<file path="src/hdl/br_types_pkg.sv">
// Datapath is fixed at 4 columns x 4 lanes x 64 bits; the conf struct assumes exactly 4 lanes
package br_types_pkg;

   localparam int WORD_BITS = 64;                    // One lane
   localparam int LANES     = 4;                     // Lanes per column
   localparam int COLS      = 4;                     // Columns per bank, one per phase
   localparam int COL_BITS  = LANES * WORD_BITS;     // 256
   localparam int BANK_BITS = COLS * COL_BITS;       // 1024

   typedef logic [WORD_BITS-1:0] word_t;             // Lane word
   typedef logic [COL_BITS-1:0]  col_t;              // Lane 0 in low bits
   typedef logic [BANK_BITS-1:0] bank_t;             // Column 0 in low bits

   // Effective address, only the low 5 bits matter here
   // [4:3] memory lane, [2:0] byte offset
   typedef logic [31:0] eaddr_t;
   typedef logic [1:0]  lane_idx_t;                  // ea[4:3]
   typedef logic [2:0]  byte_ofs_t;                  // ea[2:0]

   typedef logic [1:0]  phase_t;                     // Column phase 0..3

   // Lane source select
   typedef enum logic [1:0] {
      OFF     = 2'd0,                                // Hold lane
      MEM1    = 2'd1,                                // Same lane of port 1
      TR      = 2'd2,                                // Transfer register
      SPECIAL = 2'd3                                 // Aligned / exd / off by lane
   } lane_src_e;

   // Load op for the aligned lanes, code 3 behaves as unaligned
   typedef enum logic [1:0] {
      LD_WORD      = 2'd0,                           // 32-bit half, zero-extended
      LD_BYTE      = 2'd1,                           // One byte, zero-extended
      LD_UNALIGNED = 2'd2                            // 64-bit byte-shifted
   } ld_op_e;

   // Per-phase configuration, 12 bits
   typedef struct packed {
      lane_src_e src3;
      lane_src_e src2;
      lane_src_e src1;
      lane_src_e src0;
      ld_op_e    op1;                                // Lane 1 op, uses ea1
      ld_op_e    op0;                                // Lane 0 op, uses ea0
   } br_conf_t;

endpackage

</file>
<file path="src/hdl/br_pio_pkg.sv">
// PIO writes carry whole 256-bit columns masked in 32-bit words; row field is 6 bits
package br_pio_pkg;

   localparam int ROW_BITS      = 6;                 // Address bits 12:7 on the host side
   localparam int MASK_BITS     = 8;                 // One bit per 32-bit word
   localparam int PIO_WORD_BITS = br_types_pkg::COL_BITS / MASK_BITS;   // 32

   typedef logic [ROW_BITS-1:0]  row_t;
   typedef logic [MASK_BITS-1:0] mask_t;

   // Host request payload, held stable while req is high
   typedef struct packed {
      row_t                 row;                     // Target row
      br_types_pkg::phase_t col;                     // Target column
      mask_t                mask;                    // Word enables
      br_types_pkg::col_t   data;                    // Column data
   } pio_req_t;

   // One-cycle write into both banks
   typedef struct packed {
      logic                 strobe;
      br_types_pkg::phase_t col;
      mask_t                mask;
      br_types_pkg::col_t   data;
   } bank_wr_t;

endpackage

</file>
<file path="src/hdl/br_bank_regs.sv">
// PIO strobe and exec are assumed never to coincide; if they do, the PIO write wins
`timescale 1ns/100ps

module br_bank_regs (
   input  logic                                 ACLK,
   input  logic                                 RSTN,
   input  br_pio_pkg::bank_wr_t                 bank_wr,
   input  br_types_pkg::col_t                   lane_data,
   input  logic [br_types_pkg::LANES-1:0]       lane_en,
   input  logic                                 exec,
   input  logic                                 stream_valid,
   output br_types_pkg::phase_t                 phase,
   output br_types_pkg::bank_t                  bout,
   output logic                                 bout_valid
);
   import br_types_pkg::*;
   import br_pio_pkg::*;

   phase_t            phase_q;
   logic              bsel_q;                        // 0 front active, 1 back active
   col_t [COLS-1:0]   bank_q [2];                    // [0] front, [1] back
   logic              valid_q;

   phase_t            wr_col;                        // Column to update
   col_t              wr_bits;                       // Bit enables
   col_t              wr_data;
   logic [1:0]        wr_hit;                        // Per-bank write enable

   // Phase counter, bank select, output valid
   always_ff @(posedge ACLK or negedge RSTN) begin
      if (!RSTN) begin
         phase_q <= '0;
         bsel_q  <= 1'b0;
         valid_q <= 1'b0;
      end else begin
         phase_q <= phase_q + 2'd1;                  // Free-running wrap
         if (phase_q == 2'd3) begin
            bsel_q  <= ~bsel_q;                      // Swap after last column
            valid_q <= stream_valid;
         end
      end
   end

   // Write source merge
   always_comb begin
      wr_col  = phase_q;
      wr_bits = '0;
      wr_data = lane_data;
      wr_hit  = 2'b00;
      if (bank_wr.strobe) begin
         wr_col  = bank_wr.col;
         wr_data = bank_wr.data;
         wr_hit  = 2'b11;                            // Host writes both banks
         for (int w = 0; w < MASK_BITS; w++) begin
            wr_bits[w*PIO_WORD_BITS +: PIO_WORD_BITS] = {PIO_WORD_BITS{bank_wr.mask[w]}};
         end
      end else if (exec) begin
         wr_hit[~bsel_q] = 1'b1;                     // Inactive bank only
         for (int l = 0; l < LANES; l++) begin
            wr_bits[l*WORD_BITS +: WORD_BITS] = {WORD_BITS{lane_en[l]}};
         end
      end
   end

   // Bank storage
   always_ff @(posedge ACLK or negedge RSTN) begin
      if (!RSTN) begin
         bank_q[0] <= '0;
         bank_q[1] <= '0;
      end else begin
         for (int b = 0; b < 2; b++) begin
            if (wr_hit[b]) begin
               bank_q[b][wr_col] <= (bank_q[b][wr_col] & ~wr_bits) | (wr_data & wr_bits);
            end
         end
      end
   end

   assign phase      = phase_q;
   assign bout       = bank_q[bsel_q];               // Active bank
   assign bout_valid = valid_q;

endmodule

</file>
<file path="config.mk">
export PLATFORM = sky130hd
export DESIGN_NAME = br_bank_regs
export DESIGN_NICKNAME = d
export VERILOG_FILES = /design/src/hdl/br_types_pkg.sv /design/src/hdl/br_pio_pkg.sv /design/src/hdl/br_bank_regs.sv
export SDC_FILE = /design/constraint.sdc
export NUM_CORES = 2
export LEC_CHECK = 0
export BUFFER_PORTS_ARGS = -buffer_cell sky130_fd_sc_hd__clkbuf_2
export CELL_PAD_IN_SITES_DETAIL_PLACEMENT = 1
export CELL_PAD_IN_SITES_GLOBAL_PLACEMENT = 1
export CORE_AREA = 8 8 594 596
export CTS_BUF_LIST = sky130_fd_sc_hd__clkbuf_4
export DETAILED_ROUTE_END_ITERATION = 6
export DIE_AREA = 0 0 602 604
export GPL_TIMING_DRIVEN = 0
export MAX_ROUTING_LAYER = met4
export PLACE_DENSITY_LB_ADDON = 0.1
export SYNTH_ARGS = -nofsm -noshare
export SYNTH_HDL_FRONTEND = slang
export SYNTH_SLANG_ARGS = --single-unit
</file>
<file path="constraint.sdc">
create_clock -name ACLK -period 2.71 [get_ports ACLK]
set_clock_uncertainty 0.1 [all_clocks]
set_input_delay 0.4065 -clock ACLK [delete_from_list [all_inputs] [get_ports ACLK]]
set_output_delay 0.4065 -clock ACLK [all_outputs]
set_load 0.05 [all_outputs]
</file>
==> impl_metrics.tcl <==
set metrics [dict create \
    clockBufferDepth 4 \
    grt_pass1_vias 118000 \
    hold_viol 0 \
    worst_ep_arrival_time_ns 3.70 \
    initial_core_util 0.313 \
    grt_pass1_wl_um 966000 \
    hpwlAfterDp_um 515000 \
    stdcell_count 19000 \
    synth_fp_nets 11200 \
    wl_um 706000 \
    cap_violations 3 \
    drc 23 \
    crit_required_ns 2.20 \
    portBuffers 1555 \
    dieArea_um2 364000 \
    violations "DRC, capacitance limit, slew limit, setup timing" \
    fp.dieW_um 602 \
    placementRows 216 \
    gr-total-overflow 0 \
    ir_worst_vdd_mv 0.519 \
    post-route-period-util 1.55 \
    crit_top_cell "clkbuf_2" \
    fmax_mhz 238 \
    rsz0062_at_grt "true" \
    core_area_um2 344000 \
    synthCells 10600 \
    status "finished, violations left" \
    nets 14500 \
    worstSetupStartpointType "flip-flop" \
    ys.flop_type "dfrtp_1" \
    ys_warn_count 0 \
    ant_nets 0 \
    crit_chain "clkbuf_16 -> clkbuf_4 -> clkbuf_2 -> o21ai_0 -> clkbuf_2" \
    tightest_slew_ns 1.56 \
    clock_sinks 2052 \
    fillers 38700 \
    p_per_area_nw_per_um2 837 \
    post-route-util 0.427 \
    synth_cell_type_count 60 \
    ys_seq_area_frac 0.477 \
    path_clk_slew_ns 0.06 \
    cts_root_buf "clkbuf_4" \
    gp_congestion 0.962 \
    grt_start_max_net_pins 108 \
    ios 1558 \
    tritoncts "built" \
    netlist_area_um2 108000 \
    min_path_type "in2reg" \
    wire_per_inst_um 37.1 \
    die_h_um 604 \
    drv_slew 20 \
    placed_cells 16800 \
    vias 112000 \
    slowest_delay_ns 0.51 \
    avgSynthCellArea_um2 10.1 \
    setup_tns_ns -2634.30 \
    p_leak_nw 61.0 \
    dp_slack_ns -2.86 \
    drt_iter0_drc 11500 \
    crit_path_max_fanout 10 \
    power.total_mw 123 \
    htree_num_levels 6 \
    worstSetupEndpointType "output port" \
    antenna_found_initial 79 \
    area.growth.synth_to_final_pct 36.6 \
    min_period_ns 4.21 \
    cts_inserted_buffers 631 \
    setup_viol 3818 \
    firstDrtPassIters 7 \
    slowest_stage "o21ai_0" \
    layout-drive-gt1-share 0.277 \
    slew_headroom -0.0426 \
    clock_latency_ns 1.66 \
    vias_per_cell 5.91 \
    ys_ff_latch 2052 \
    setup_ws_ns -1.50 \
    crit_type "reg2out" \
    async_reset_ff_frac 1.00 \
    synth_edf_count 0 \
    track_usage 0.382 \
]
## power by group
group / leakage [nW] / internal [mW] / total [mW] / switching [mW]
Combinational: 33.6 / 14.1 / 46.7 / 32.7
Clock: 4.61 / 16.2 / 32.0 / 15.8
Sequential: 22.8 / 38.1 / 44.3 / 6.24
## through the flow
step / cell area [µm²] / hold WS (ns)
global placement: 121000 / 0.370
CTS: 144000 / -0.380
floorplan: 108000 / 0.0109
detailed placement: 122000 / 0.307
global route: 147000 / 0.0292
finish: 147000 / 0.140
## cell usage in the layout, fill, tap and decap left out, types with 111 or more instances in the layout
master         count
dfrtp_1         2050
o21ai_0          235
buf_2            317
a222oi_1         236
a2111oi_0        131
clkbuf_1         386
dlygate4sd3_1   1016
nand2_1          520
a21boi_0         494
o21ai_1          118
o22a_1           506
clkbuf_4        1115
o32a_1           255
inv_1            745
nor2_1           504
clkbuf_2        1168
mux2i_1         1059
o21ai_2          146
buf_6            111
mux2_2           462
buf_4            176
a21oi_1         1559
a31oi_1          234
clkinv_1         127
## layer usage
layer	vias up	track usage	wire [µm]
li1	46400	-	-
met1	58600	0.463	280000
met2	5797	0.585	320000
met3	1692	0.0696	50200
met4	0	0.250	56200
met5	-	-	0
## sequential cells by signal (all words and copies together), names as in the netlist
register and count:
bank_q 2048, phase 2, bsel_q 1, bout_valid 1
## final timing paths
check | slack [ns] | depth (start not counted) | startpoint | to
worst max-delay path | -1.50 | 5 | bsel_q$_DFFE_PN0N_ | bout[167]
worst min-delay path | 0.14 | 5 | bank_wr[264] | bank_q[510]$_DFFE_PN0P_
worst max register to register | -1.06 | 8 | phase[1]$_DFF_PN0_ | bank_q[1333]$_DFFE_PN0P_
worst min register to register | 0.39 | 1 | bank_q[94]$_DFFE_PN0P_ | bank_q[94]$_DFFE_PN0P_
max in group asynchronous | -0.99 | 20 | RSTN | bank_q[1715]$_DFFE_PN0P_
min in group asynchronous | 0.63 | 16 | RSTN | bank_q[561]$_DFFE_PN0P_
## cells in the mapped netlist, drive strengths merged, types with 2 or more instances
cell	count	share of area
nor4	10	0.00058
a31oi	234	0.014
clkbuf	598	0.021
o41ai	9	0.0011
mux2	521	0.055
nand4b	8	0.00065
o211ai	6	0.00042
o22a	506	0.041
nor3b	3	0.00035
nand4bb	6	0.00063
o32a	256	0.024
a21boi	504	0.035
a41oi	15	0.0016
buf	406	0.022
nor3	2	0.000093
and2	2	0.00012
nor2	504	0.018
dfrtp	2052	0.48
o21ai	564	0.026
nand2	522	0.018
and4	15	0.0012
a222oi	236	0.022
and3b	3	0.00024
mux2i	1059	0.098
o22ai	2	0.00012
o221ai	6	0.00049
inv	745	0.026
a2111oi	244	0.021
a21oi	1563	0.073
or2	2	0.00012
nand3b	4	0.00040
or3b	2	0.00019
or4bb	2	0.00021
o21a	11	0.00077
## logic make-up (layout without fill, tap and decap cells)
family,Yosys count,in the layout,share of synthesized area
XOR/XNOR,1,1,0.0000814
adder cells (fa/ha/maj),1,1,0.000116
AND/OR/NAND/NOR,1090,1090,0.0408
multiplexers,1580,1580,0.153
other,0,57,0
flip-flops,2052,2052,0.477
buffers and inverters,1749,5502,0.0684
AO/OA/AOI/OAI,4160,4160,0.261
## layout make-up
type / instances / area [µm²] / area share
multi-input cells: 6832 / 50700 / 0.345
diodes: 57 / 143 / 0.000970
clock buffers: 884 / 6640 / 0.0451
flip-flops and latches: 2052 / 51400 / 0.349
well taps: 4578 / 5730 / 0.0390
plain buffers: 1003 / 6560 / 0.0446
clock inverters: 189 / 1160 / 0.00788
repair buffers: 2681 / 21900 / 0.149
inverters: 745 / 2800 / 0.0190
## timing repair
action / CTS / global route
hold buffers: 1024 / 9
buffers inserted: 6 / 34
endpoints found under the setup margin: 3076 / 4411
cloned: 2 / 10
endpoints found under the hold margin: 2765 / 101
resized for setup: 1286 / 997
pin swaps: 7 / 22
## critical path: cells and delay by family, from the launching register on
| kind | cells | cell delay (ns) |
|---|---|---|
| flip-flops | 1 | 0.40 |
| buffers and inverters | 4 | 1.19 |
| AO/OA/AOI/OAI | 1 | 0.51 |
(Power assumes the default switching activity.)
