`src/hdl/br_types_pkg.sv`:
```
// Datapath is fixed at 4 columns x 4 lanes x 64 bits; the conf struct assumes exactly 4 lanes
package br_types_pkg;

   localparam int WORD_BITS = 64;                    // One lane
   localparam int LANES     = 4;                     // Lanes per column
   localparam int COLS      = 4;                     // Columns per bank, one per phase
   localparam int COL_BITS  = LANES * WORD_BITS;     // 256
   localparam int BANK_BITS = COLS * COL_BITS;       // 1024

   typedef logic [WORD_BITS-1:0] word_t;             // Lane word
   typedef logic [COL_BITS-1:0]  col_t;              // Lane 0 in low bits
   typedef logic [BANK_BITS-1:0] bank_t;             // Column 0 in low bits

   // Effective address, only the low 5 bits matter here
   // [4:3] memory lane, [2:0] byte offset
   typedef logic [31:0] eaddr_t;
   typedef logic [1:0]  lane_idx_t;                  // ea[4:3]
   typedef logic [2:0]  byte_ofs_t;                  // ea[2:0]

   typedef logic [1:0]  phase_t;                     // Column phase 0..3

   // Lane source select
   typedef enum logic [1:0] {
      OFF     = 2'd0,                                // Hold lane
      MEM1    = 2'd1,                                // Same lane of port 1
      TR      = 2'd2,                                // Transfer register
      SPECIAL = 2'd3                                 // Aligned / exd / off by lane
   } lane_src_e;

   // Load op for the aligned lanes, code 3 behaves as unaligned
   typedef enum logic [1:0] {
      LD_WORD      = 2'd0,                           // 32-bit half, zero-extended
      LD_BYTE      = 2'd1,                           // One byte, zero-extended
      LD_UNALIGNED = 2'd2                            // 64-bit byte-shifted
   } ld_op_e;

   // Per-phase configuration, 12 bits
   typedef struct packed {
      lane_src_e src3;
      lane_src_e src2;
      lane_src_e src1;
      lane_src_e src0;
      ld_op_e    op1;                                // Lane 1 op, uses ea1
      ld_op_e    op0;                                // Lane 0 op, uses ea0
   } br_conf_t;

endpackage

```
`src/hdl/br_pio_pkg.sv`:
```
// PIO writes carry whole 256-bit columns masked in 32-bit words; row field is 6 bits
package br_pio_pkg;

   localparam int ROW_BITS      = 6;                 // Address bits 12:7 on the host side
   localparam int MASK_BITS     = 8;                 // One bit per 32-bit word
   localparam int PIO_WORD_BITS = br_types_pkg::COL_BITS / MASK_BITS;   // 32

   typedef logic [ROW_BITS-1:0]  row_t;
   typedef logic [MASK_BITS-1:0] mask_t;

   // Host request payload, held stable while req is high
   typedef struct packed {
      row_t                 row;                     // Target row
      br_types_pkg::phase_t col;                     // Target column
      mask_t                mask;                    // Word enables
      br_types_pkg::col_t   data;                    // Column data
   } pio_req_t;

   // One-cycle write into both banks
   typedef struct packed {
      logic                 strobe;
      br_types_pkg::phase_t col;
      mask_t                mask;
      br_types_pkg::col_t   data;
   } bank_wr_t;

endpackage

```
`src/hdl/br_pio_port.sv`:
```
// Host must hold req and payload until ack; exec high stalls the write indefinitely
`timescale 1ns/100ps

module br_pio_port #(
   parameter br_pio_pkg::row_t ROW_ID = 5            // This row's number
) (
   input  logic                 ACLK,
   input  logic                 RSTN,
   input  br_pio_pkg::pio_req_t pio_req,
   input  logic                 pio_valid_req,
   input  logic                 exec,
   output logic                 pio_ack,
   output br_pio_pkg::bank_wr_t bank_wr
);
   import br_pio_pkg::*;

   typedef enum logic [1:0] {
      IDLE,                                          // Wait for req
      PEND,                                          // Payload held, wait for exec low
      WRITE,                                         // Strobe cycle
      ACK                                            // Ack high, wait for req low
   } pio_state_e;

   pio_state_e state_q;
   pio_req_t   req_q;                                // Latched payload
   logic       stb_q;                                // Write strobe
   logic       ack_q;

   // Handshake FSM
   always_ff @(posedge ACLK or negedge RSTN) begin
      if (!RSTN) begin
         state_q <= IDLE;
         stb_q   <= 1'b0;
         ack_q   <= 1'b0;
      end else begin
         case (state_q)
            IDLE: begin
               if (pio_valid_req) begin
                  state_q <= PEND;                   // Payload captured below
               end
            end
            PEND: begin
               if (!exec) begin                      // Banks free next cycle
                  stb_q   <= (req_q.row == ROW_ID);  // Foreign rows only ack
                  state_q <= WRITE;
               end
            end
            WRITE: begin
               stb_q   <= 1'b0;                      // Single pulse
               ack_q   <= 1'b1;                      // Same edge as bank write
               state_q <= ACK;
            end
            default: begin
               if (!pio_valid_req) begin
                  ack_q   <= 1'b0;
                  state_q <= IDLE;
               end
            end
         endcase
      end
   end

   // Payload register
   always_ff @(posedge ACLK) begin
      if (state_q == IDLE && pio_valid_req) begin
         req_q <= pio_req;
      end
   end

   assign pio_ack = ack_q;

   assign bank_wr = '{
      strobe: stb_q,
      col:    req_q.col,
      mask:   req_q.mask,
      data:   req_q.data
   };

endmodule

```
`config.mk`:
```
export PLATFORM = sky130hd
export DESIGN_NAME = br_pio_port
export DESIGN_NICKNAME = d
export VERILOG_FILES = /design/src/hdl/br_types_pkg.sv /design/src/hdl/br_pio_pkg.sv /design/src/hdl/br_pio_port.sv
export SDC_FILE = /design/constraint.sdc
export NUM_CORES = 1
export LEC_CHECK = 0
export CORE_AREA = 2 2 210 212
export CTS_CLUSTER_DIAMETER = 150
export DETAILED_ROUTE_END_ITERATION = 12
export DIE_AREA = 0 0 212 214
export DONT_BUFFER_PORTS = 1
export HOLD_SLACK_MARGIN = 0.05
export SLEW_MARGIN = 40
export SYNTH_ARGS = -nofsm -noshare
export SYNTH_HDL_FRONTEND = slang
export SYNTH_SLANG_ARGS = --single-unit
export TNS_END_PERCENT = 10
```
`constraint.sdc`:
```
create_clock -name ACLK -period 10.4 [get_ports ACLK]
set_input_delay 1.56 -clock ACLK [delete_from_list [all_inputs] [get_ports ACLK]]
set_output_delay 1.56 -clock ACLK [all_outputs]
set_load 0.02 [all_outputs]
```
==> run_results.csv <==
group,metric,value,unit
status,outcome,"finished, final reports clean",
worst_setup_path,max_stage_delay,0.60,ns
worst_setup_path,crit_slowest_cell,"sky130_fd_sc_hd__buf_6",
clocking,cts_inserted_buffers,29,
floorplan,die-area,0.0454,sq mm
clocking,clock_transition_at_path_regs,0.06,ns
logic_synthesis,ys.warnings.count,0,
sta,setup_repair_after_global_routing_missed_its_margin,"false",
logic_synthesis,netlist_area,0.0104,sq mm
routing,detailedRoute.firstPassIterationCount,4,
sta,finalSetupViolations,0,
worst_setup_path,data_required_time_at_the_worst_endpoint,10.58,ns
grt,grt_max_degree,103,
routing,average_wire_per_standard_cell,23.0,microns
logic_synthesis,ys_ff_latch,276,
floorplan,start_util,24.4,%
logic_synthesis,synthCells,568,
clocking,cts_htree_levels,1,
pwr,power_share_of_the_clock_group,36.3,%
pwr,sequentialPowerShare,58.6,%
logic_synthesis,netlist-cell-type-count,20,
worst_setup_path,worstPathMaxFanout,94,
worst_setup_path,critical-path-top-delay-family,"buffers and inverters",
sta,slew_viol_final,0,
pwr,worst_ir_drop_vdd,0.115,mV
sta,timing_worst_slew_pin_value,0.799,ns
sta,maxSlewHeadroom,46.8,%
clocking,clk_latency,0.55,ns
sta,fin_worst_skew,0.0134,ns
logic_synthesis,syn_area_per_cell,18.4,sq um
worst_setup_path,endpoint_class_of_the_critical_path,"flop",
placement,gp_congestion,0.791,
worst_setup_path,worst_setup_path_start_kind,"input port",
pwr,powerDensity,286,mW/mm^2
pwr,power.net_switching,817,uW
grt,first_global_vias,3471,
sta,final_min_period_over_clock_period,27.1,%
worst_setup_path,setup.reg_to_reg.worst_slack,7.72,ns
placement,place_hpwl,16.7,mm
placement,numPlacedInstances,889,
routing,drt-initial-drc-count,184,
worst_setup_path,path_buf_inv,2,
logic_synthesis,synth.yosys.seq_area_share,79.1,%
pwr,total_leakage_power,3.12,nW
floorplan,rows,76,
pwr,cellInternalPower,2.10,mW
final_layout,layout-area-overhead-vs-synth,-2.24,%
final_layout,antenna_diode_count,0,
worst_setup_path,crit_path_cell_trace,"and2_4 > clkbuf_8 > buf_6",
grt,gr-total-overflow,0,
routing,routed_wl,21.6,mm
sta,fin_hold_ws,0.542,ns
routing,drt_via_density,3.48,
pwr,power_switching_share,28.0,%
grt,grt_pass1_wl,28.4,mm
pwr,comb_power_share,5.1,%
floorplan,design.portCount,544,
sta,final_period_minus_worst_setup_slack,2.81,ns
sta,setup-tns-final,0,ns
floorplan,die_h,214,microns
routing,ant_nets,0,
worst_setup_path,cp_data_arrival_time,3.00,ns
grt,initial_antenna_violation_count,10,
clocking,cts.root.buffer_cell,"sky130_fd_sc_hd__clkbuf_16",
sta,finalHoldViolCount,0,
clocking,cts_buffer_depth,3,
logic_synthesis,postSynthNetCount,847,
floorplan,core_area,0.0429,sq mm
clocking,cts_resized,0,
routing,route.detailed.drc,0,
final_layout,layoutNonFillerInstCount,942,
sta,fmax,355,MHz
run,drv_cap,0,
clocking,cts.sink_count,276,
grt,global_route.usage.total,8.99,%
placement,io_buffers,0,
final_layout,design.final.nets,614,
clocking,holdBufCountCts,0,
clocking,tritoncts,"done",
routing,detailroute.via_count,3276,
worst_setup_path,worst-setup-path-type,"in2reg",
clocking,post_cts.repair.setup_buffers,0,
floorplan,die_x,212,microns
final_layout,drive_gt1_share,16.0,%
min_path,hp-class,"reg2reg",
==> layout make-up <==
cell class | instances | area (sq um)
fill | 4272 | 32700
sequential | 276 | 8270
tap | 585 | 732
clock buffer | 29 | 726
clock inverter | 24 | 272
multi-input combinational | 23 | 169
timing repair buffer | 3 | 38.8
inverter | 2 | 7.51
==> state kept, by name, indices dropped and copies added (netlist names) <==
register,flops
state_q,2
bank_wr,266
req_q,6
pio_ack,1
stb_q,1
==> power groups by stage <==
stage | clock (mW) | combinational, mW | sequential (mW)
6_report | 1.06 | 0.150 | 1.71
5_1_grt | 1.14 | 0.169 | 1.73
4_1_cts | 1.10 | 0.151 | 1.72
3_5_place_dp | 0 | 0.150 | 1.73
3_3_place_gp | 0 | 0.132 | 1.74
2_1_floorplan | 0 | 0.476 | 1.55
==> metrics by stage <==
stage	area, sq um	total power, mW	setup WS [ns]	utilization [%]
floorplan	10400	2.03	2.07	-
global placement	9200	1.87	6.63	21.4
detailed placement	9210	1.88	6.72	21.5
CTS	10200	2.96	7.31	23.8
global route	10200	3.03	7.47	23.8
finish	10200	2.92	7.59	23.8
==> logic make-up (layout without fill, tap and decap cells) <==
family	Yosys count	after routing	share of synthesized area, %
compound gates	6	6	0.431
fa+ha+maj	3	3	0.359
buf+inv	269	58	19.3
flops	276	276	79.1
simple gates	14	14	0.803
==> cell usage after synthesis <==
library cell / n / share of area, %
sky130_fd_sc_hd__edfxtp_1: 272 / 78
sky130_fd_sc_hd__buf_4: 267 / 19
sky130_fd_sc_hd__dfrtp_1: 4 / 0.96
sky130_fd_sc_hd__ha_1: 3 / 0.36
sky130_fd_sc_hd__nand2_1: 3 / 0.11
sky130_fd_sc_hd__nor2_1: 3 / 0.11
sky130_fd_sc_hd__inv_1: 2 / 0.072
sky130_fd_sc_hd__nand2b_1: 2 / 0.12
sky130_fd_sc_hd__a211oi_1: 1 / 0.072
sky130_fd_sc_hd__a21oi_1: 1 / 0.048
sky130_fd_sc_hd__a31o_1: 1 / 0.084
sky130_fd_sc_hd__a31oi_1: 1 / 0.060
sky130_fd_sc_hd__a32o_1: 1 / 0.096
sky130_fd_sc_hd__and2_1: 1 / 0.060
sky130_fd_sc_hd__and3_1: 1 / 0.060
sky130_fd_sc_hd__nand2_2: 1 / 0.060
sky130_fd_sc_hd__nor2b_1: 1 / 0.060
sky130_fd_sc_hd__nor4b_1: 1 / 0.084
sky130_fd_sc_hd__nor4b_2: 1 / 0.14
sky130_fd_sc_hd__o31ai_1: 1 / 0.072
==> placed cells by master (no fill, tap or decap), types with 2 or more instances in the layout <==
cell / n
sky130_fd_sc_hd__edfxtp_1: 272
sky130_fd_sc_hd__clkbuf_16: 29
sky130_fd_sc_hd__inv_6: 7
sky130_fd_sc_hd__clkinvlp_4: 4
sky130_fd_sc_hd__bufinv_16: 4
sky130_fd_sc_hd__dfrtp_1: 4
sky130_fd_sc_hd__nor2_1: 3
sky130_fd_sc_hd__nand2_1: 3
sky130_fd_sc_hd__ha_1: 3
sky130_fd_sc_hd__clkinv_4: 3
sky130_fd_sc_hd__clkinv_2: 3
sky130_fd_sc_hd__inv_1: 2
sky130_fd_sc_hd__nand2b_1: 2
sky130_fd_sc_hd__clkinv_1: 2
sky130_fd_sc_hd__clkbuf_8: 2
==> final timing paths <==
path / startpoint / to / cells past startpoint
setup / recovery: pio_valid_req / bank_wr[107] / 3
hold / removal: req_q[266] / stb_q / 1
setup reg to reg: state_q[0] / bank_wr[107] / 5
hold reg to reg: req_q[266] / stb_q / 1
max in group asynchronous: RSTN / pio_ack / 0
min in group asynchronous: RSTN / state_q[1] / 0
==> worst reg2reg max path, cell delays in order, from the launching register on <==
cell,delay [ns]
sky130_fd_sc_hd__dfrtp_1,0.42
sky130_fd_sc_hd__inv_1,0.10
sky130_fd_sc_hd__ha_1,0.29
sky130_fd_sc_hd__and2_4,0.23
sky130_fd_sc_hd__clkbuf_8,0.54
sky130_fd_sc_hd__buf_6,0.65
==> per-layer routing <==
metal | vias to the layer above | track usage (%) | part of all wire [%]
met2 | 333 | 16.5 | 53
met4 | 10 | 3.40 | 2.9
met1 | 1583 | 8.04 | 31
li1 | 1296 | - | -
met5 | - | 0 | 0.31
met3 | 54 | 5.15 | 13
(Power assumes the default switching activity.)
