===== src/hdl/br_types_pkg.sv =====
// Datapath is fixed at 4 columns x 4 lanes x 64 bits; the conf struct assumes exactly 4 lanes
package br_types_pkg;

   localparam int WORD_BITS = 64;                    // One lane
   localparam int LANES     = 4;                     // Lanes per column
   localparam int COLS      = 4;                     // Columns per bank, one per phase
   localparam int COL_BITS  = LANES * WORD_BITS;     // 256
   localparam int BANK_BITS = COLS * COL_BITS;       // 1024

   typedef logic [WORD_BITS-1:0] word_t;             // Lane word
   typedef logic [COL_BITS-1:0]  col_t;              // Lane 0 in low bits
   typedef logic [BANK_BITS-1:0] bank_t;             // Column 0 in low bits

   // Effective address, only the low 5 bits matter here
   // [4:3] memory lane, [2:0] byte offset
   typedef logic [31:0] eaddr_t;
   typedef logic [1:0]  lane_idx_t;                  // ea[4:3]
   typedef logic [2:0]  byte_ofs_t;                  // ea[2:0]

   typedef logic [1:0]  phase_t;                     // Column phase 0..3

   // Lane source select
   typedef enum logic [1:0] {
      OFF     = 2'd0,                                // Hold lane
      MEM1    = 2'd1,                                // Same lane of port 1
      TR      = 2'd2,                                // Transfer register
      SPECIAL = 2'd3                                 // Aligned / exd / off by lane
   } lane_src_e;

   // Load op for the aligned lanes, code 3 behaves as unaligned
   typedef enum logic [1:0] {
      LD_WORD      = 2'd0,                           // 32-bit half, zero-extended
      LD_BYTE      = 2'd1,                           // One byte, zero-extended
      LD_UNALIGNED = 2'd2                            // 64-bit byte-shifted
   } ld_op_e;

   // Per-phase configuration, 12 bits
   typedef struct packed {
      lane_src_e src3;
      lane_src_e src2;
      lane_src_e src1;
      lane_src_e src0;
      ld_op_e    op1;                                // Lane 1 op, uses ea1
      ld_op_e    op0;                                // Lane 0 op, uses ea0
   } br_conf_t;

endpackage


===== src/hdl/br_lane_select.sv =====
// Purely combinational; only ea bits 4:0 are looked at, and lane 3 has no SPECIAL source
`timescale 1ns/100ps

module br_lane_select (
   input  br_types_pkg::phase_t                         phase,
   input  br_types_pkg::br_conf_t [br_types_pkg::COLS-1:0]  conf,
   input  br_types_pkg::word_t [br_types_pkg::LANES-1:0] tx,
   input  br_types_pkg::word_t                          exd,
   input  br_types_pkg::eaddr_t                         ea0,
   input  br_types_pkg::eaddr_t                         ea1,
   input  br_types_pkg::word_t [br_types_pkg::LANES-1:0] mr0,
   input  br_types_pkg::word_t [br_types_pkg::LANES-1:0] mr1,
   output br_types_pkg::col_t                           lane_data,
   output logic [br_types_pkg::LANES-1:0]               lane_en
);
   import br_types_pkg::*;

   localparam int HALF_BITS = WORD_BITS / 2;

   br_conf_t  cfg;                                   // Config of current phase
   lane_idx_t idx0, idx1;                            // Memory lane picks
   byte_ofs_t ofs0, ofs1;                            // Byte offsets
   word_t     m0, m1;                                // Selected memory words
   word_t     al0, al1;                              // Aligned load results
   lane_src_e src  [LANES];
   word_t     spec [LANES];                          // SPECIAL source per lane

   // Load alignment
   // din is shifted down by ofs bytes, fill supplies the vacated top bytes
   function automatic word_t align(input ld_op_e op, input byte_ofs_t ofs,
                                   input word_t din, input word_t fill);
      logic [2*WORD_BITS-1:0] pair;
      word_t                  res;
      pair = {fill, din} >> {ofs, 3'b000};
      case (op)
         LD_WORD: begin
            res = {{HALF_BITS{1'b0}},
                   (ofs[2] ? din[HALF_BITS +: HALF_BITS] : din[0 +: HALF_BITS])};
         end
         LD_BYTE: begin
            res = {{(WORD_BITS-8){1'b0}}, pair[7:0]};  // Byte ofs after shift
         end
         default: begin
            res = pair[WORD_BITS-1:0];               // Unaligned
         end
      endcase
      return res;
   endfunction

   assign cfg  = conf[phase];
   assign idx0 = ea0[4:3];
   assign idx1 = ea1[4:3];
   assign ofs0 = ea0[2:0];
   assign ofs1 = ea1[2:0];
   assign m0   = mr0[idx0];
   assign m1   = mr1[idx1];

   assign al0 = align(cfg.op0, ofs0, m0, m1);        // Top bytes from m1
   assign al1 = align(cfg.op1, ofs1, m1, '0);        // Zero fill

   assign src[0] = cfg.src0;
   assign src[1] = cfg.src1;
   assign src[2] = cfg.src2;
   assign src[3] = cfg.src3;

   assign spec[0] = al0;
   assign spec[1] = al1;
   assign spec[2] = exd;
   assign spec[3] = '0;                              // Never enabled

   // Lane muxes and enables
   always_comb begin
      for (int i = 0; i < LANES; i++) begin
         case (src[i])
            MEM1:    lane_data[i*WORD_BITS +: WORD_BITS] = mr1[i];
            TR:      lane_data[i*WORD_BITS +: WORD_BITS] = tx[i];
            SPECIAL: lane_data[i*WORD_BITS +: WORD_BITS] = spec[i];
            default: lane_data[i*WORD_BITS +: WORD_BITS] = '0;     // OFF, masked
         endcase
         lane_en[i] = (src[i] != OFF);
      end
      if (src[LANES-1] == SPECIAL) begin
         lane_en[LANES-1] = 1'b0;                    // Lane 3 SPECIAL acts as OFF
      end
   end

endmodule


===== config.mk =====
export PLATFORM = sky130hd
export DESIGN_NAME = br_lane_select
export DESIGN_NICKNAME = d
export VERILOG_FILES = /design/src/hdl/br_types_pkg.sv /design/src/hdl/br_lane_select.sv
export SDC_FILE = /design/constraint.sdc
export NUM_CORES = 1
export LEC_CHECK = 0
export ABC_AREA = 1
export BUFFER_PORTS_ARGS = -buffer_cell sky130_fd_sc_hd__buf_4
export CORE_AREA = 2 2 468 470
export DETAILED_ROUTE_END_ITERATION = 7
export DIE_AREA = 0 0 470 472
export PLACE_DENSITY_LB_ADDON = 0.12
export SYNTH_ARGS = -nofsm -noshare
export SYNTH_HDL_FRONTEND = slang
export SYNTH_SLANG_ARGS = --single-unit

===== constraint.sdc =====
create_clock -name vclk -period 2.8
set_input_delay 0.42 -clock vclk [all_inputs]
set_output_delay 0.42 -clock vclk [all_outputs]
set_load 0.05 [all_outputs]

==> impl_metrics.py, run 1 <==
metrics = {
    "layout": {
        "nNetsFinal": 6041,
        "drive_gt1_share_pct": 45.3,
        "stdcell_area_mm2": 0.0372,
        "num-clock-buffers": 0,
        "post-route-util_pct": 17.2,
        "n_sequential_cell": 0,
        "fin_cells": 7959,
        "regArea_um2": 0,
        "syn_to_final_growth_pct": 136,
    },
    "route": {
        "wirelength_mm": 255,
        "drc_errors": 0,
        "drt_first_pass_iters": 7,
        "viasPerCell": 3.95,
        "drt_iter0_markers": 1965,
        "final_antenna_net_count": 0,
        "vias": 31400,
        "avgRoutedWirePerCell_um": 32.0,
    },
    "die": {
        "dieArea_mm2": 0.222,
        "coreArea_mm2": 0.217,
        "io_pins": 1206,
        "die_h_um": 472,
        "die_width_um": 470,
        "start_util_pct": 7.29,
        "fp-row-count": 171,
    },
    "synth": {
        "synth_top_cell_by_area": "nand2_1",
        "synth_compound_area_share_pct": 7.92,
        "yosysMostFrequentCell": "nand2_1",
        "netlist_area_mm2": 0.0158,
        "synthAdderAreaFrac_pct": 0.159,
        "synth_top_family_by_area": "simple AND/OR/NAND/NOR gates",
        "synth_common_cells": "nand2_1, nand3_1, inv_1",
        "muxShareOfSynthArea_pct": 0,
        "syn_nets": 4474,
        "synth-seq-area-share_pct": 0,
        "synth_area_leaders": "nand2_1, nand3_1, buf_2",
        "synthXorXnorAreaFrac_pct": 0,
        "synthCells": 3526,
        "synth_cell_type_count": 33,
        "yosys.area_share.simple_pct": 80.8,
        "yosys_warnings": 0,
        "avgSynthCellArea_um2": 4.48,
        "netlist.area_leader.share_pct": 41.3,
    },
    "power": {
        "intPower_mw": 4.02,
        "powerDensity_mw_per_mm2": 289,
        "switching_share_pct": 62.7,
        "ir_drop_mv": 0.137,
        "leakage_nw": 18.2,
        "pwr-share-clk_pct": 0,
        "switchingPower_mw": 6.75,
        "seqPwrFrac_pct": 0,
        "pwr-share-comb_pct": 100.0,
    },
    "global_routing": {
        "grt_max_degree": 57,
        "grt_pass1_wl_mm": 317,
        "first_global_vias": 31900,
        "overflow": 0,
        "antenna_found_initial": 81,
        "grt_util_all_layers_pct": 21.4,
    },
    "setup_path": {
        "arrival_ns": 2.34,
        "setup.worst_path.end_class": "output port",
        "cp-start-kind": "primary input",
        "required_ns": 2.38,
        "path_class": "in2out",
        "path_max_fanout": 18,
    },
    "sta": {
        "tightest_slew_ns": 0.507,
        "final.setup.worst_slack_ns": 0.0371,
        "finalHoldViolCount": 0,
        "maxSlewHeadroom_pct": 66.2,
        "tns_ns": 0,
        "timing.final.crit_share_pct": 98.7,
        "setup_viol": 0,
        "finalCriticalPeriod_ns": 2.76,
        "rsz0062_at_grt": "yes",
        "timing.fmax_ghz": 0.362,
        "slew_viol_final": 0,
    },
    "placement": {
        "io_buffers": 1152,
        "post-place-ws_ns": -0.483,
        "placed_cells": 7877,
        "dp_hpwl_mm": 222,
        "globalplace.congestion": 0.923,
        "dpl_cell_area_mm2": 0.0336,
    },
    "hold_path": {
        "worstHoldPathType": "in2out",
        "min_from": "tx[108]",
        "hold_end": "lane_data[108]",
        "whs_path_depth": 4,
    },
    "clock_tree": {
        "ctsHoldBuffers": 0,
    },
    "status": {
        "status": "completed",
    },
    "flow_run": {
        "cap_violations": 0,
    },
}
## stage by stage
step	total power, mW	hold slack (ns)
global placement	10.0	1.22
CTS	10.5	1.22
finish	10.8	1.21
floorplan	4.43	1.04
detailed placement	9.98	1.22
global route	11.4	1.23
## cell usage in the layout, fill, tap and decap left out, types with 21 or more instances in the layout
cell      count
buf_12      154
nand3_2     215
nand3_4      21
buf_4      1531
nand3_1     838
inv_1        88
a22o_1       28
nand2_1    1644
a21oi_4      49
o21ai_0      33
nand2_2      94
nor2_1       45
o211ai_1     27
buf_6       106
## power by group through the flow
| stage | Combinational [mW] | Clock [mW] | Sequential [mW] |
|---|---|---|---|
| 6_report | 10.8 | 0.000000687 | 0 |
| 5_1_grt | 11.4 | 0.000000341 | 0 |
| 4_1_cts | 10.5 | 0 | 0 |
| 3_5_place_dp | 9.98 | 0 | 0 |
| 3_3_place_gp | 10.0 | 0 | 0 |
| 2_1_floorplan | 4.43 | 0 | 0 |
## cell families (layout without fill, tap and decap cells)
| group | Yosys count | after routing |
|---|---|---|
| simple gates | 2931 | 2931 |
| buf+inv | 386 | 1951 |
| compound gates | 207 | 207 |
| fa+ha+maj | 2 | 2 |
| other cells | 0 | 14 |
## per-layer routing
metal | GRT usage (%) | part of all wire (%)
met1 | 23.4 | 38
met2 | 41.7 | 53
met3 | 4.46 | 5.9
met4 | 4.23 | 3.4
met5 | 0 | 0.056
## worst max-delay path, stage by stage
cell,delay (ns)
buf_12,0.13
inv_6,0.12
buf_12,0.17
buf_6,0.16
nand2_1,0.13
nand3_2,0.16
nand3_1,0.12
nand3_1,0.15
nand3_1,0.19
nand2_1,0.14
nand2_2,0.11
nand2_1,0.09
buf_4,0.19
## worst max-delay path by stage
stage,start,endpoint,slack [ns],depth (start not counted)
after floorplan,phase[1],lane_data[216],-0.12,11
after global placement,ea1[3],lane_data[74],-0.50,14
after detailed placement,ea1[3],lane_data[74],-0.48,14
after CTS,phase[0],lane_data[234],-0.08,11
after global routing,ea1[3],lane_data[53],-0.04,13
final,ea0[3],lane_data[34],0.04,13
## repair_timing
item,in CTS,in global routing
gates resized for setup,335,269
pin swaps,15,35
setup buffers,10,32
setup endpoints to repair,244,199
cloned,9,18
## layout make-up
class	count	area, um2
antenna	14	35.0
fill	25500	179000
inverter	110	484
multi-input combinational	3140	16200
tap	2854	3570
timing repair buffer	1840	16900
timing repair inverter	1	11.3
(Power assumes the default switching activity.)
==> run 2, diff against run 1 <==
--- a/config.mk
+++ b/config.mk
@@ -7,9 +7,9 @@
 export LEC_CHECK = 0
 export ABC_AREA = 1
 export BUFFER_PORTS_ARGS = -buffer_cell sky130_fd_sc_hd__buf_4
-export CORE_AREA = 2 2 468 470
+export CORE_AREA = 2 2 467 469
 export DETAILED_ROUTE_END_ITERATION = 7
-export DIE_AREA = 0 0 470 472
+export DIE_AREA = 0 0 469 471
 export PLACE_DENSITY_LB_ADDON = 0.12
 export SYNTH_ARGS = -nofsm -noshare
 export SYNTH_HDL_FRONTEND = slang
==> constraint.sdc (replaced) <==
create_clock -name vclk -period 3.37
set_input_delay 0.5055 -clock vclk [all_inputs]
set_output_delay 0.5055 -clock vclk [all_outputs]
set_load 0.05 [all_outputs]
==> run 2 against run 1 <==
Effect of this change:
- first-iteration DRC count up 4.0%
- flip-flop and latch count unchanged
- hold slack better by 0.19 ns
- power down 31%
- final cell count down 4.5%
- routed wire length down 7.0%
- critical path depth down 1
- critical endpoint is now lane_data[44]
==> impl_metrics.py, run 2 (synthesis gave the netlist of run 1 again) <==
metrics = {
    "placement": {
        "placed_cells": 7579,
        "dp_hpwl_mm": 212,
        "io_buffers": 1152,
        "globalplace.congestion": 0.904,
        "dpl_cell_area_mm2": 0.0301,
    },
    "sta": {
        "rsz0062_at_grt": "no",
        "maxSlewHeadroom_pct": 64.5,
        "timing.final.crit_share_pct": 96.5,
        "finalCriticalPeriod_ns": 3.25,
        "tightest_slew_ns": 0.533,
        "finalHoldViolCount": 0,
        "slew_viol_final": 0,
        "timing.fmax_ghz": 0.308,
        "setup_viol": 0,
    },
    "route": {
        "final_antenna_net_count": 0,
        "drt_iter0_markers": 2043,
        "avgRoutedWirePerCell_um": 31.2,
        "vias": 29600,
        "drt_first_pass_iters": 6,
        "drc_errors": 0,
        "viasPerCell": 3.90,
        "wirelength_mm": 237,
    },
    "die": {
        "die_h_um": 471,
        "coreArea_mm2": 0.216,
        "fp-row-count": 171,
        "start_util_pct": 7.30,
        "io_pins": 1206,
        "die_width_um": 469,
        "dieArea_mm2": 0.221,
    },
    "power": {
        "intPower_mw": 2.40,
        "switching_share_pct": 67.5,
        "pwr-share-clk_pct": 0,
        "powerDensity_mw_per_mm2": 245,
        "switchingPower_mw": 4.99,
        "seqPwrFrac_pct": 0,
        "ir_drop_mv": 0.141,
        "pwr-share-comb_pct": 100.0,
        "leakage_nw": 15.1,
    },
    "setup_path": {
        "path_max_fanout": 28,
        "required_ns": 2.86,
        "crit_top_cell": "nand3_1",
        "setup.worst_path.end_class": "output port",
        "critPathBufInv": 4,
        "cp-start-kind": "primary input",
        "slowest_delay_ns": 0.32,
        "cp_slowest_cell": "nand3_1",
        "arrival_ns": 2.75,
        "path_delay_family": "simple AND/OR/NAND/NOR gates",
        "cp_num_cells": 12,
        "path_class": "in2out",
        "critical_path.cell_chain": "buf_4 -> buf_12 -> buf_12 -> nand2_1 -> nand3_1 -> nand3_1 -> nand3_1 -> nand3_1 -> nand2_1 -> nand2_1 -> nand3_1 -> buf_4",
    },
    "layout": {
        "nNetsFinal": 5676,
        "fin_cells": 7599,
        "layout_commonest_cell": "nand2_1",
        "layout_common_cells": "nand2_1, buf_4, nand3_1",
        "syn_to_final_growth_pct": 91.5,
        "num-clock-buffers": 0,
        "regArea_um2": 0,
        "post-route-util_pct": 14.0,
        "drive_gt1_share_pct": 32.9,
        "n_sequential_cell": 0,
        "stdcell_area_mm2": 0.0302,
    },
    "hold_path": {
        "whs_path_depth": 4,
        "hold_end": "lane_data[164]",
        "worstHoldPathType": "in2out",
        "min_from": "exd[36]",
    },
    "global_routing": {
        "antenna_found_initial": 84,
        "grt_pass1_wl_mm": 300,
        "grt_util_all_layers_pct": 20.3,
        "grt_max_degree": 81,
        "overflow": 0,
        "first_global_vias": 30300,
    },
    "flow_run": {
        "cap_violations": 0,
    },
    "clock_tree": {
        "ctsHoldBuffers": 0,
        "cts_setup_buffers": 0,
    },
    "status": {
        "status": "completed",
    },
}
[run 2: area by class of cell]
| class | instances | area (um2) |
|---|---|---|
| multi-input cells | 3140 | 14100 |
| well taps | 2854 | 3570 |
| fillers | 25800 | 186000 |
| diodes | 19 | 47.5 |
| inverters | 110 | 434 |
| repair buffers | 1476 | 12100 |
[run 2: power groups by stage]
stage | Combinational (mW) | Clock (mW) | Sequential (mW)
global placement | 7.55 | 0 | 0
floorplan | 3.52 | 0 | 0
finish | 7.39 | 0.000000735 | 0
detailed placement | 7.52 | 0 | 0
CTS | 7.55 | 0 | 0
global route | 7.89 | 0.000000363 | 0
[run 2: what timing repair did]
item                                   4_1_cts  5_1_grt
resized for setup                            2       11
gates cloned                                 0        1
endpoints found under the hold margin        0        0
setup endpoints to repair                    3        5
[run 2: worst max path at each step]
stage | startpoint | to | slack, ns
6_report | ea0[3] | lane_data[44] | 0.12
4_1_cts | phase[0] | lane_data[197] | 0.005
2_1_floorplan | phase[1] | lane_data[196] | 0.06
3_3_place_gp | ea0[3] | lane_data[29] | -0.008
5_1_grt | ea1[3] | lane_data[59] | 0.007
3_5_place_dp | phase[0] | lane_data[220] | -0.006
[run 2: per-layer routing]
| metal | global-route usage (%) | share of wire, % | wire [um] |
|---|---|---|---|
| met5 | 0 | 0.081 | 193 |
| met4 | 4.51 | 2.9 | 6840 |
| met3 | 4.44 | 6.8 | 16000 |
| met2 | 38.3 | 52 | 123000 |
| met1 | 23.0 | 38 | 91200 |
[run 2: per-stage QoR]
stage	worst slack, ns	total power [mW]	hold slack, ns	setup TNS [ns]
6_report	0.119	7.39	1.39	0
5_1_grt	0.00725	7.89	1.40	0
4_1_cts	0.00499	7.55	1.39	0
3_5_place_dp	-0.00610	7.52	1.39	-0.0102
3_3_place_gp	-0.00752	7.55	1.39	-0.00752
2_1_floorplan	0.0639	3.52	1.34	0
